--- src/verilog/sequencer_cfg.svh ---
`ifndef SEQUENCER_CFG_SVH
`define SEQUENCER_CFG_SVH

// command FIFO size, AW is log2 of the depth
`define CMD_FIFO_DEPTH 16
`define CMD_FIFO_AW    4

// system clocks per time unit of the event timer
`define TIME_TICK_DIV  4

// upper address byte that the pin control unit answers to
`define PIN_UNIT_ID    8'h21

// command word layout
// time in the top 32 bits, then bus data, bus address at the bottom
`define CMD_TIME_H     79
`define CMD_TIME_L     48
`define CMD_DATA_H     47
`define CMD_DATA_L     16
`define CMD_ADDR_H     15
`define CMD_ADDR_L     0

`endif

--- src/verilog/sequencer_pkg.sv ---
package sequencer_pkg;

  // system time and command execution time
  typedef logic [31:0] time_t;

  // command bus address
  // bits 15:8 select the unit, bits 1:0 carry the operation
  typedef logic [15:0] bus_addr_t;

  // command bus data word
  typedef logic [31:0] bus_data_t;

  // one packed command as stored in the command FIFO
  typedef logic [79:0] cmd_word_t;

  // scheduler states, one-hot
  typedef enum logic [3:0] {
    FETCH     = 4'b0001,
    FIFO_WAIT = 4'b0010,
    EXEC      = 4'b0100,
    EXEC_WAIT = 4'b1000
  } sched_state_t;

  // pin control operations in address bits 1:0
  typedef enum logic [1:0] {
    PIN_WRITE  = 2'd0,
    PIN_SET    = 2'd1,
    PIN_CLEAR  = 2'd2,
    PIN_TOGGLE = 2'd3
  } pin_op_t;

endpackage

--- src/verilog/event_timer.sv ---
`timescale 1ns/100ps

`include "sequencer_cfg.svh"

module event_timer (
  input  logic                 clk,
  input  logic                 rst,
  input  logic                 timer_start,
  input  logic                 timer_clear,
  output sequencer_pkg::time_t current_time
);

  // prescaler width, at least one bit
  localparam int DIV_W = (`TIME_TICK_DIV > 1) ? $clog2(`TIME_TICK_DIV) : 1;
  localparam logic [DIV_W-1:0] DIV_LAST = DIV_W'(`TIME_TICK_DIV - 1);

  logic             running;
  logic [DIV_W-1:0] prescale;

  always_ff @(posedge clk or posedge rst) begin
    if (rst) begin
      running      <= 1'b0;
      prescale     <= '0;
      current_time <= '0;
    end else if (timer_clear) begin
      // clear wins over start and stops the timer
      running      <= 1'b0;
      prescale     <= '0;
      current_time <= '0;
    end else begin
      if (timer_start) begin
        running <= 1'b1;
      end
      if (running) begin
        // one time unit per TIME_TICK_DIV clocks
        if (prescale == DIV_LAST) begin
          prescale     <= '0;
          current_time <= current_time + 1'b1;
        end else begin
          prescale <= prescale + 1'b1;
        end
      end
    end
  end

endmodule

--- src/verilog/cmd_fifo.sv ---
`timescale 1ns/100ps

`include "sequencer_cfg.svh"

module cmd_fifo (
  input  logic                     clk,
  input  logic                     rst,
  input  logic                     wr_en,
  input  sequencer_pkg::cmd_word_t wr_data,
  input  logic                     rd_en,
  output sequencer_pkg::cmd_word_t rd_data,
  output logic                     rd_valid,
  output logic                     empty,
  output logic                     full
);

  import sequencer_pkg::*;

  localparam int AW = `CMD_FIFO_AW;

  cmd_word_t     mem [`CMD_FIFO_DEPTH];
  logic [AW-1:0] wr_ptr;
  logic [AW-1:0] rd_ptr;
  // one extra bit so a full buffer is distinct from an empty one
  logic [AW:0]   count;
  logic          do_wr;
  logic          do_rd;

  // writes while full are dropped, reads while empty are ignored
  assign do_wr = wr_en && !full;
  assign do_rd = rd_en && !empty;

  // flags follow the count, so they change on the edge of the access
  assign empty = (count == '0);
  assign full  = (count == (AW+1)'(`CMD_FIFO_DEPTH));

  // storage and read register
  always_ff @(posedge clk) begin
    if (do_wr) begin
      mem[wr_ptr] <= wr_data;
    end
    if (do_rd) begin
      rd_data <= mem[rd_ptr];
    end
  end

  // pointers, occupancy and the valid pulse
  always_ff @(posedge clk or posedge rst) begin
    if (rst) begin
      wr_ptr   <= '0;
      rd_ptr   <= '0;
      count    <= '0;
      rd_valid <= 1'b0;
    end else begin
      rd_valid <= do_rd;
      if (do_wr) begin
        wr_ptr <= wr_ptr + 1'b1;
      end
      if (do_rd) begin
        rd_ptr <= rd_ptr + 1'b1;
      end
      // simultaneous read and write leaves the count alone
      case ({do_wr, do_rd})
        2'b10:   count <= count + 1'b1;
        2'b01:   count <= count - 1'b1;
        default: count <= count;
      endcase
    end
  end

  // the scheduler only reads when it sees data
  a_no_rd_when_empty: assert property (
    @(posedge clk) disable iff (rst) rd_en |-> !empty
  );

  // data is handed back exactly one cycle after the request
  a_valid_after_rd: assert property (
    @(posedge clk) disable iff (rst) rd_en |=> rd_valid
  );

endmodule

--- src/verilog/command_scheduler.sv ---
`timescale 1ns/100ps

`include "sequencer_cfg.svh"

module command_scheduler (
  input  logic                     clk,
  input  logic                     rst,
  input  sequencer_pkg::time_t     current_time,
  input  sequencer_pkg::cmd_word_t cmd_dout,
  input  logic                     cmd_empty,
  input  logic                     cmd_valid,
  output logic                     cmd_rd_en,
  output sequencer_pkg::bus_addr_t cmd_bus_addr,
  output sequencer_pkg::bus_data_t cmd_bus_data,
  output logic                     cmd_bus_en,
  output logic                     cmd_bus_wr
);

  import sequencer_pkg::*;

  sched_state_t state;
  sched_state_t next_state;
  cmd_word_t    command;
  time_t        cmd_time;
  logic         write_cmd_reg;
  logic         time_reached;

  // time field of the held command
  assign cmd_time = command[`CMD_TIME_H:`CMD_TIME_L];

  // time 0 means run now, whatever the system time is
  assign time_reached = (cmd_time == '0) || (current_time >= cmd_time);

  always_ff @(posedge clk or posedge rst) begin
    if (rst) begin
      state <= FETCH;
    end else begin
      state <= next_state;
    end
  end

  // next state and control outputs
  // outputs are combinational, straight from the state
  always_comb begin
    next_state    = state;
    cmd_rd_en     = 1'b0;
    cmd_bus_en    = 1'b0;
    cmd_bus_wr    = 1'b0;
    write_cmd_reg = 1'b0;
    case (state)
      FETCH: begin
        // ask the FIFO for a word as soon as one is there
        if (!cmd_empty) begin
          cmd_rd_en  = 1'b1;
          next_state = FIFO_WAIT;
        end
      end
      FIFO_WAIT: begin
        // word arrives one cycle after the read
        if (cmd_valid) begin
          write_cmd_reg = 1'b1;
          next_state    = EXEC;
        end
      end
      EXEC: begin
        // hold here until the command is due
        if (time_reached) begin
          cmd_bus_en = 1'b1;
          cmd_bus_wr = 1'b1;
          next_state = EXEC_WAIT;
        end
      end
      EXEC_WAIT: begin
        // bus lines stay stable one more cycle for the units
        next_state = FETCH;
      end
      default: begin
        next_state = FETCH;
      end
    endcase
  end

  // held command register, payload only
  always_ff @(posedge clk) begin
    if (write_cmd_reg) begin
      command <= cmd_dout;
    end
  end

  // bus address and data come straight from the held command
  assign cmd_bus_addr = command[`CMD_ADDR_H:`CMD_ADDR_L];
  assign cmd_bus_data = command[`CMD_DATA_H:`CMD_DATA_L];

  // one strobe per command, never two in a row
  a_bus_en_single: assert property (
    @(posedge clk) disable iff (rst) cmd_bus_en |=> !cmd_bus_en
  );

  // enable and write always travel together on this bus
  a_bus_en_with_wr: assert property (
    @(posedge clk) disable iff (rst) cmd_bus_en |-> cmd_bus_wr
  );

  // a read is followed by the wait for FIFO data
  a_rd_only_in_fetch: assert property (
    @(posedge clk) disable iff (rst)
      cmd_rd_en |-> (state == FETCH) ##1 (state == FIFO_WAIT)
  );

endmodule

--- src/verilog/pin_control.sv ---
`timescale 1ns/100ps

`include "sequencer_cfg.svh"

module pin_control (
  input  logic                     clk,
  input  logic                     rst,
  input  logic                     bus_en,
  input  logic                     bus_wr,
  input  sequencer_pkg::bus_addr_t bus_addr,
  input  sequencer_pkg::bus_data_t bus_data,
  output sequencer_pkg::bus_data_t pin_state
);

  import sequencer_pkg::*;

  logic      unit_hit;
  logic      bus_write;
  pin_op_t   op;
  bus_data_t pin_next;

  // upper address byte selects the unit
  assign unit_hit = (bus_addr[15:8] == `PIN_UNIT_ID);

  // a write strobe that is meant for this unit
  assign bus_write = bus_en && bus_wr && unit_hit;

  // operation in the two low address bits
  // bits 7:2 carry nothing for this unit
  assign op = pin_op_t'(bus_addr[1:0]);

  // new pin value for each operation
  always_comb begin
    case (op)
      PIN_WRITE: begin
        // whole register replaced
        pin_next = bus_data;
      end
      PIN_SET: begin
        // ones in data drive pins high
        pin_next = pin_state | bus_data;
      end
      PIN_CLEAR: begin
        // ones in data drive pins low
        pin_next = pin_state & ~bus_data;
      end
      PIN_TOGGLE: begin
        // ones in data flip pins
        pin_next = pin_state ^ bus_data;
      end
      default: begin
        pin_next = pin_state;
      end
    endcase
  end

  // pin register
  // updates on the edge that sees the bus strobe
  always_ff @(posedge clk or posedge rst) begin
    if (rst) begin
      pin_state <= '0;
    end else if (bus_write) begin
      pin_state <= pin_next;
    end
  end

endmodule

--- src/verilog/sequencer_top.sv ---
`timescale 1ns/100ps

module sequencer_top (
  input  logic                     clk,
  input  logic                     rst,
  input  logic                     timer_start,
  input  logic                     timer_clear,
  input  logic                     cmd_wr_en,
  input  sequencer_pkg::cmd_word_t cmd_wr_data,
  output logic                     cmd_full,
  output sequencer_pkg::time_t     current_time,
  output sequencer_pkg::bus_addr_t cmd_bus_addr,
  output sequencer_pkg::bus_data_t cmd_bus_data,
  output logic                     cmd_bus_en,
  output logic                     cmd_bus_wr,
  output sequencer_pkg::bus_data_t pin_state
);

  import sequencer_pkg::*;

  // FIFO to scheduler
  cmd_word_t cmd_dout;
  logic      cmd_rd_en;
  logic      cmd_valid;
  logic      cmd_empty;

  // system time for the scheduler, also visible outside
  event_timer event_timer_inst (
    .clk          (clk),
    .rst          (rst),
    .timer_start  (timer_start),
    .timer_clear  (timer_clear),
    .current_time (current_time)
  );

  // host side command buffer
  cmd_fifo cmd_fifo_inst (
    .clk      (clk),
    .rst      (rst),
    .wr_en    (cmd_wr_en),
    .wr_data  (cmd_wr_data),
    .rd_en    (cmd_rd_en),
    .rd_data  (cmd_dout),
    .rd_valid (cmd_valid),
    .empty    (cmd_empty),
    .full     (cmd_full)
  );

  // releases each command on the bus at its time
  command_scheduler command_scheduler_inst (
    .clk          (clk),
    .rst          (rst),
    .current_time (current_time),
    .cmd_dout     (cmd_dout),
    .cmd_empty    (cmd_empty),
    .cmd_valid    (cmd_valid),
    .cmd_rd_en    (cmd_rd_en),
    .cmd_bus_addr (cmd_bus_addr),
    .cmd_bus_data (cmd_bus_data),
    .cmd_bus_en   (cmd_bus_en),
    .cmd_bus_wr   (cmd_bus_wr)
  );

  // one bus slave here, other units hang off the top level bus
  pin_control pin_control_inst (
    .clk       (clk),
    .rst       (rst),
    .bus_en    (cmd_bus_en),
    .bus_wr    (cmd_bus_wr),
    .bus_addr  (cmd_bus_addr),
    .bus_data  (cmd_bus_data),
    .pin_state (pin_state)
  );

endmodule

--- config.mk ---
export PLATFORM = sky130hd
export DESIGN_NAME = sequencer_top
export DESIGN_NICKNAME = d
export VERILOG_FILES = /design/src/verilog/sequencer_pkg.sv /design/src/verilog/event_timer.sv /design/src/verilog/cmd_fifo.sv /design/src/verilog/command_scheduler.sv /design/src/verilog/pin_control.sv /design/src/verilog/sequencer_top.sv
export VERILOG_INCLUDE_DIRS = /design/src /design/src/verilog
export SDC_FILE = /design/constraint.sdc
export NUM_CORES = 1
export LEC_CHECK = 0
export ABC_AREA = 0
export ABC_CLOCK_PERIOD_IN_PS = 16200
export BUFFER_PORTS_ARGS = -buffer_cell sky130_fd_sc_hd__buf_2
export CORE_MARGIN = 2
export CORE_UTILIZATION = 35
export DETAILED_ROUTE_END_ITERATION = 6
export MAX_ROUTING_LAYER = met4
export PLACE_DENSITY = 0.49
export SETUP_SLACK_MARGIN = 0.2
export SYNTH_ARGS = -nofsm -noshare
export SYNTH_HDL_FRONTEND = slang
export SYNTH_HIERARCHICAL = 1
export SYNTH_SLANG_ARGS = --single-unit
--- constraint.sdc ---
create_clock -name clk -period 16.2 [get_ports clk]
set_clock_uncertainty 0.2 [all_clocks]
set_input_delay 3.24 -clock clk [delete_from_list [all_inputs] [get_ports clk]]
set_output_delay 3.24 -clock clk [all_outputs]
set_load 0.02 [all_outputs]
==> impl_metrics.py, run 1 <==
metrics = {
    "timing": {
        "final-setup-viol-count": 0,
        "min_clock_period_post_route_ns": 6.90,
        "timing.max_slew.rel_slack_pct": 27.3,
        "tns_ns": 0,
        "final_min_period_over_clock_period_pct": 42.6,
        "number_of_hold_violations_in_the_final_report": 0,
        "drv_slew": 0,
        "worst_pin_slew_ns": 1.09,
        "rsz0062_at_grt": "false",
        "achievable-frequency_ghz": 0.145,
    },
    "floorplan": {
        "num_rows": 153,
        "design.die.area_um2": 179000,
        "die_width_um": 423,
        "core_um2": 174000,
        "floorplan.initialDensity_pct": 35.3,
        "die_y_um": 423,
        "io_pins": 200,
    },
    "grt": {
        "total_routing_usage_gr_pct": 17.5,
        "grt_first_pass_wirelength_um": 221000,
        "globalRoute.totalOverflow": 0,
        "largest_net_degree_at_the_start_of_global_routing": 132,
        "number_of_antenna_violations_at_the_first_check_in_global_routing": 31,
        "first_global_vias": 30700,
    },
    "outcome": {
        "failing_checks": "design-rule violations",
        "outcome": "finished, violations left",
    },
    "yosys": {
        "synth-seq-area-share_pct": 73.9,
        "yosysUniqueCellTypes": 60,
        "syn-instance-count": 3293,
        "synth_nets": 3486,
        "synth.yosys.warnings": 6,
        "async_reset_ff_share_pct": 5.57,
        "netlist.top_cell.by_area": "edfxtp_1",
        "synth_top_cells_by_area": "edfxtp_1 (70%), mux4_2 (7.0%), mux2i_1 (4.0%), dfrtp_1 (3.4%), ha_1 (2.2%)",
        "ys.flop_type": "edfxtp_1",
        "syn_avg_cell_area_um2": 18.6,
        "post_synth_instance_area_um2": 61400,
        "edff_count_synth": 1440,
        "yosys_register_bits": 1525,
        "synth_largest_type_area_fraction_pct": 70.5,
    },
    "routing": {
        "routed_wirelength_um": 153000,
        "drt_iter0_drc": 2706,
        "vias": 30600,
        "final_antenna_net_count": 0,
        "drtPass1Iterations": 7,
        "drt-wirelength-per-cell_um": 25.6,
        "drc": 3,
        "avgViaCountPerCell": 5.13,
    },
    "clocking": {
        "cts_sinks": 1525,
        "cts-hold-fix-buffers": 0,
        "cts_htree_levels": 4,
        "clk_root_buffer_cell": "clkbuf_16",
        "path_clk_slew_ns": 0.06,
        "cts_inserted_buffers": 163,
        "clk-insertion-delay-late_ns": 0.80,
        "postCtsResizedCells": 0,
        "cts_tree": "done",
        "post_cts.repair.setup_buffers": 0,
        "cts.path.max_buffers": 3,
    },
    "critical_path": {
        "critPathCaptureType": "primary output",
        "arrival_time_reported_for_the_critical_path_endpoint_ns": 3.46,
        "critical_path.slowest_cell": "nor4_1",
        "critPathRequiredTime_ns": 12.76,
        "cp_slowest_stage_delay_ns": 0.64,
        "critPathBufInv": 2,
        "timing.critical_path.max_delay_family": "simple AND/OR/NAND/NOR gates",
        "critPathKind": "flip-flop to primary output",
        "max_fanout_on_critical_path": 5,
        "startpoint_type": "flip-flop",
        "critical_path.cell_chain": "ha_1 > nand4_1 > nor4_1 > o2111ai_1 > nand3_1 > nor2b_1 > buf_4 > buf_2",
    },
    "placed_design": {
        "port_buffers": 199,
        "place_congestion": 0.790,
        "sum_of_net_half_perimeters_after_detailed_placement_um": 89300,
        "placed_cells_incl_taps": 5665,
    },
    "power": {
        "vdd_drop_max_mv": 0.0888,
        "fin_total_pwr_mw": 8.89,
        "power.density_nw_per_um2": 127,
        "total_leakage_power_nw": 25.1,
    },
    "flow_run": {
        "drv_cap": 0,
    },
    "cells_and_area": {
        "final_core_util_pct": 40.1,
        "finalNonFillerCells": 5975,
        "fillerInstances": 15500,
        "nNetsFinal": 3698,
        "mostFrequentLayoutCell": "edfxtp_1",
        "layout.cells.most_common_list": "edfxtp_1 (1,440), mux2i_1 (243), buf_2 (199)",
        "fraction_of_final_layout_cells_with_drive_strength_greater_than_1_pct": 23.1,
        "area_growth_syn_to_layout_pct": 13.7,
    },
    "min_path": {
        "worst_hold_path_type": "flip-flop to flip-flop",
    },
}
through the flow:
step,worst slack (ns),instance area (um2),hold WS (ns)
5_1_grt,8.96,69800,0.213
6_report,9.30,69800,0.203
3_3_place_gp,9.33,64500,0.200
4_1_cts,9.22,69700,0.207
3_5_place_dp,9.29,64500,0.205
2_1_floorplan,6.31,61400,0.200
flip-flops by register name (all words and copies together) (netlist names), 2 cells and up:
register,cells
cmd_fifo_inst/rd_data,80
cmd_fifo_inst/count,5
pin_control_inst/pin_state,32
command_scheduler_inst/state,4
event_timer_inst/prescale,2
cmd_fifo_inst/rd_ptr,4
cmd_fifo_inst/mem,1280
command_scheduler_inst/command,80
cmd_fifo_inst/wr_ptr,4
event_timer_inst/current_time,32
final cells by class:
class	instances	area, um2	share of cell area [%]
Antenna cell	15	37.5	0.0538
Clock buffer	196	4220	6.05
Clock inverter	99	1010	1.45
Inverter	143	537	0.769
Multi-Input combinational cell	1411	14200	20.3
Sequential cell	1525	45400	65.0
Tap cell	2325	2910	4.17
Timing Repair Buffer	261	1500	2.15
logic make-up (layout without fill, tap and decap cells):
family          Yosys count  count (layout)  share of synthesized area [%]
flops                  1525            1525                           73.9
fa+ha+maj               108             108                           2.21
xor+xnor                 21              21                          0.300
compound gates          476             476                           4.92
simple gates            256             256                           2.12
other cells               0              15                              0
buf+inv                 357             699                           3.23
mux                     550             550                           13.3
power breakdown:
| group | total, mW | switching (mW) | internal [mW] |
|---|---|---|---|
| combinational | 0.531 | 0.401 | 0.130 |
| sequential | 4.73 | 0.0689 | 4.66 |
| clock | 3.63 | 1.57 | 2.06 |
| total | 8.89 | 2.04 | 6.84 |
worst paths after layout:
| kind | start | end | slack (ns) | cells after the start |
|---|---|---|---|---|
| setup reg to reg | cmd_fifo_inst/rd_ptr[0] | cmd_fifo_inst/rd_data[59] | 11.23 | 6 |
| max in group asynchronous | rst | cmd_fifo_inst/rd_ptr[1] | 12.68 | 2 |
| setup / recovery | event_timer_inst/current_time[29] | cmd_bus_en | 9.30 | 8 |
| hold reg to reg | cmd_fifo_inst/rd_data[15] | command_scheduler_inst/command[15] | 0.20 | 0 |
| hold / removal | cmd_fifo_inst/rd_data[15] | command_scheduler_inst/command[15] | 0.20 | 0 |
| min in group asynchronous | rst | command_scheduler_inst/state[2] | 2.23 | 2 |
synthesized netlist by cell type (all sizes together) (8+ instances only):
| master | number |
|---|---|
| xor2 | 10 |
| a21oi | 116 |
| or4 | 16 |
| mux2i | 243 |
| ha | 107 |
| mux2 | 115 |
| o31ai | 15 |
| clkbuf | 72 |
| a221oi | 80 |
| xnor2 | 11 |
| inv | 143 |
| buf | 142 |
| nand2 | 110 |
| mux4 | 192 |
| nor2b | 8 |
| nand4 | 19 |
| nand3 | 17 |
| dfrtp | 84 |
| edfxtp | 1440 |
| o21ai | 173 |
| nor2 | 33 |
| a22oi | 80 |
| nor4 | 15 |
routing by layer:
layer  GRT usage (%)  vias to the layer above  part of all wire, %
met5               -                        -                    0
met4            4.19                        0                  2.0
met3            4.09                      220                  6.4
met2            25.5                      813                   45
met1            24.8                    16100                   46
li1                -                    13500                    -
(Power assumes the default switching activity.)
==> run 2: changes to the inputs <==
ABC_CLOCK_PERIOD_IN_PS = 7100   (was 16200)
clock period = 7.1 ns   (was 16.2 ns; I/O delays follow)
==> run 2 against run 1 <==
The run now ends clean; non-clock buffer count unchanged; final cell count is the same; total power up 130%; largest cell class unchanged; sequential power grew 130%; global-route usage rose by 0.19 points; flip-flop and latch count unchanged.
==> impl_metrics.py, run 2 (synthesis gave the netlist of run 1 again) <==
metrics = {
    "clocking": {
        "clk-insertion-delay-late_ns": 0.80,
        "postCtsResizedCells": 0,
        "cts-hold-fix-buffers": 0,
        "post_cts.repair.setup_buffers": 0,
        "path_clk_slew_ns": 0.06,
        "cts_inserted_buffers": 163,
        "cts_htree_levels": 4,
        "cts.path.max_buffers": 3,
        "cts_sinks": 1525,
        "clk_root_buffer_cell": "clkbuf_16",
        "cts_tree": "done",
    },
    "power": {
        "internal_power_mw": 15.6,
        "power.share.switching_pct": 22.6,
        "power.density_nw_per_um2": 289,
        "total_leakage_power_nw": 25.1,
        "power_frac_comb_pct": 6.2,
        "vdd_drop_max_mv": 0.183,
        "p_sw_mw": 4.57,
        "power_frac_clock_pct": 40.4,
        "fin_total_pwr_mw": 20.2,
        "power.share.sequential_pct": 53.4,
    },
    "cells_and_area": {
        "fraction_of_final_layout_cells_with_drive_strength_greater_than_1_pct": 22.8,
        "finalNonFillerCells": 5975,
        "fillerInstances": 15600,
        "largest_reg_flops": 1280,
        "design_area_um2": 69800,
        "area.sequential_um2": 45400,
        "final_core_util_pct": 40.1,
        "area_growth_syn_to_layout_pct": 13.7,
        "nNetsFinal": 3698,
        "multiInputGateArea_um2": 14200,
        "layout.cells.most_common_list": "edfxtp_1 (1,440), mux2i_1 (243), buf_2 (199)",
        "reg_top3": "cmd_fifo_inst/mem: 1280 flops, cmd_fifo_inst/rd_data: 80 flops, command_scheduler_inst/command: 80 flops",
        "max_flop_register": "cmd_fifo_inst/mem",
        "mostFrequentLayoutCell": "edfxtp_1",
    },
    "timing": {
        "tns_ns": 0,
        "final.setup.worst_slack_ns": 1.99,
        "achievable-frequency_ghz": 0.196,
        "number_of_hold_violations_in_the_final_report": 0,
        "hold-worst-slack_ns": 0.215,
        "worst_pin_slew_ns": 1.08,
        "min_clock_period_post_route_ns": 5.11,
        "timing.max_slew.rel_slack_pct": 27.8,
        "drv_slew": 0,
        "final-setup-viol-count": 0,
        "final_min_period_over_clock_period_pct": 72.0,
        "rsz0062_at_grt": "false",
    },
    "min_path": {
        "hold_path.startpoint": "cmd_fifo_inst/rd_data[15]",
        "holdPathStages": 0,
        "worst_hold_path_type": "flip-flop to flip-flop",
        "capture_endpoint_of_the_worst_hold_path": "command_scheduler_inst/command[15]",
    },
    "routing": {
        "routed_wirelength_um": 153000,
        "drtPass1Iterations": 5,
        "avgViaCountPerCell": 5.11,
        "final_antenna_net_count": 0,
        "drc": 0,
        "drt_iter0_drc": 2329,
        "vias": 30600,
        "drt-wirelength-per-cell_um": 25.7,
    },
    "placed_design": {
        "placed_cells_incl_taps": 5665,
        "place_congestion": 0.763,
        "port_buffers": 199,
        "post_place_instance_area_um2": 64700,
        "place_worst_setup_slack_ns": 2.70,
        "sum_of_net_half_perimeters_after_detailed_placement_um": 79600,
    },
    "floorplan": {
        "num_rows": 153,
        "die_y_um": 423,
        "core_um2": 174000,
        "die_width_um": 423,
        "design.die.area_um2": 179000,
        "floorplan.initialDensity_pct": 35.3,
        "io_pins": 200,
    },
    "critical_path": {
        "max_fanout_on_critical_path": 5,
        "regToRegEndpoint": "pin_control_inst/pin_state[29]",
        "critPathKind": "flip-flop to primary output",
        "reg2regPathDepth": 11,
        "r2r-start": "event_timer_inst/current_time[29]",
        "worst-r2r-setup-slack_ns": 2.82,
        "critPathCaptureType": "primary output",
        "arrival_time_reported_for_the_critical_path_endpoint_ns": 3.49,
        "startpoint_type": "flip-flop",
        "critPathRequiredTime_ns": 5.48,
    },
    "grt": {
        "globalRoute.totalOverflow": 0,
        "first_global_vias": 31600,
        "grt_first_pass_wirelength_um": 224000,
        "number_of_antenna_violations_at_the_first_check_in_global_routing": 32,
        "largest_net_degree_at_the_start_of_global_routing": 123,
        "total_routing_usage_gr_pct": 17.7,
    },
    "flow_run": {
        "drv_cap": 0,
    },
    "outcome": {
        "outcome": "finished, final reports clean",
    },
}
-- run 2: cell type report --
| type | count | area share (%) |
|---|---|---|
| clock inverter | 80 | 0.971 |
| antenna | 17 | 0.0609 |
| timing repair buffer | 261 | 2.36 |
| inverter | 143 | 0.769 |
| sequential | 1525 | 65.0 |
| clock buffer | 213 | 6.31 |
| multi-input combinational | 1411 | 20.3 |
| tap | 2325 | 4.17 |
-- run 2: worst max-delay path: stages (launching register included) --
cell and delay (ns):
dfrtp_1 0.42, ha_1 0.32, nand4_1 0.23, nor4_1 0.58
o2111ai_1 0.22, nand3_1 0.25, nor2b_1 0.16, buf_4 0.24
buf_2 0.25
-- run 2: worst max path at each step --
| stage | from | to | slack (ns) | cells after the start |
|---|---|---|---|---|
| 2_1_floorplan | cmd_wr_en | cmd_fifo_inst/mem[15][0] | 1.18 | 4 |
| 3_3_place_gp | cmd_wr_en | cmd_fifo_inst/mem[13][49] | 2.66 | 5 |
| 3_5_place_dp | cmd_wr_en | cmd_fifo_inst/mem[13][59] | 2.70 | 5 |
| 4_1_cts | event_timer_inst/current_time[29] | cmd_bus_wr | 1.90 | 8 |
| 5_1_grt | event_timer_inst/current_time[29] | cmd_bus_wr | 1.73 | 8 |
| 6_report | event_timer_inst/current_time[29] | cmd_bus_wr | 1.99 | 8 |
-- run 2: metal layers --
metal | GRT usage, % | up-vias | routed length [um]
met5 | - | - | 0
met4 | 4.16 | 0 | 2870
met3 | 3.47 | 207 | 7010
met2 | 28.3 | 629 | 75200
met1 | 23.3 | 16200 | 68200
li1 | - | 13600 | -
-- run 2: power by group through the flow --
stage / clock network [mW] / registers [mW] / logic (mW)
global placement: 0 / 11.0 / 1.30
finish: 8.16 / 10.8 / 1.26
global route: 8.73 / 10.8 / 1.37
detailed placement: 0 / 11.0 / 1.30
CTS: 8.38 / 10.8 / 1.31
floorplan: 0 / 11.0 / 0.620
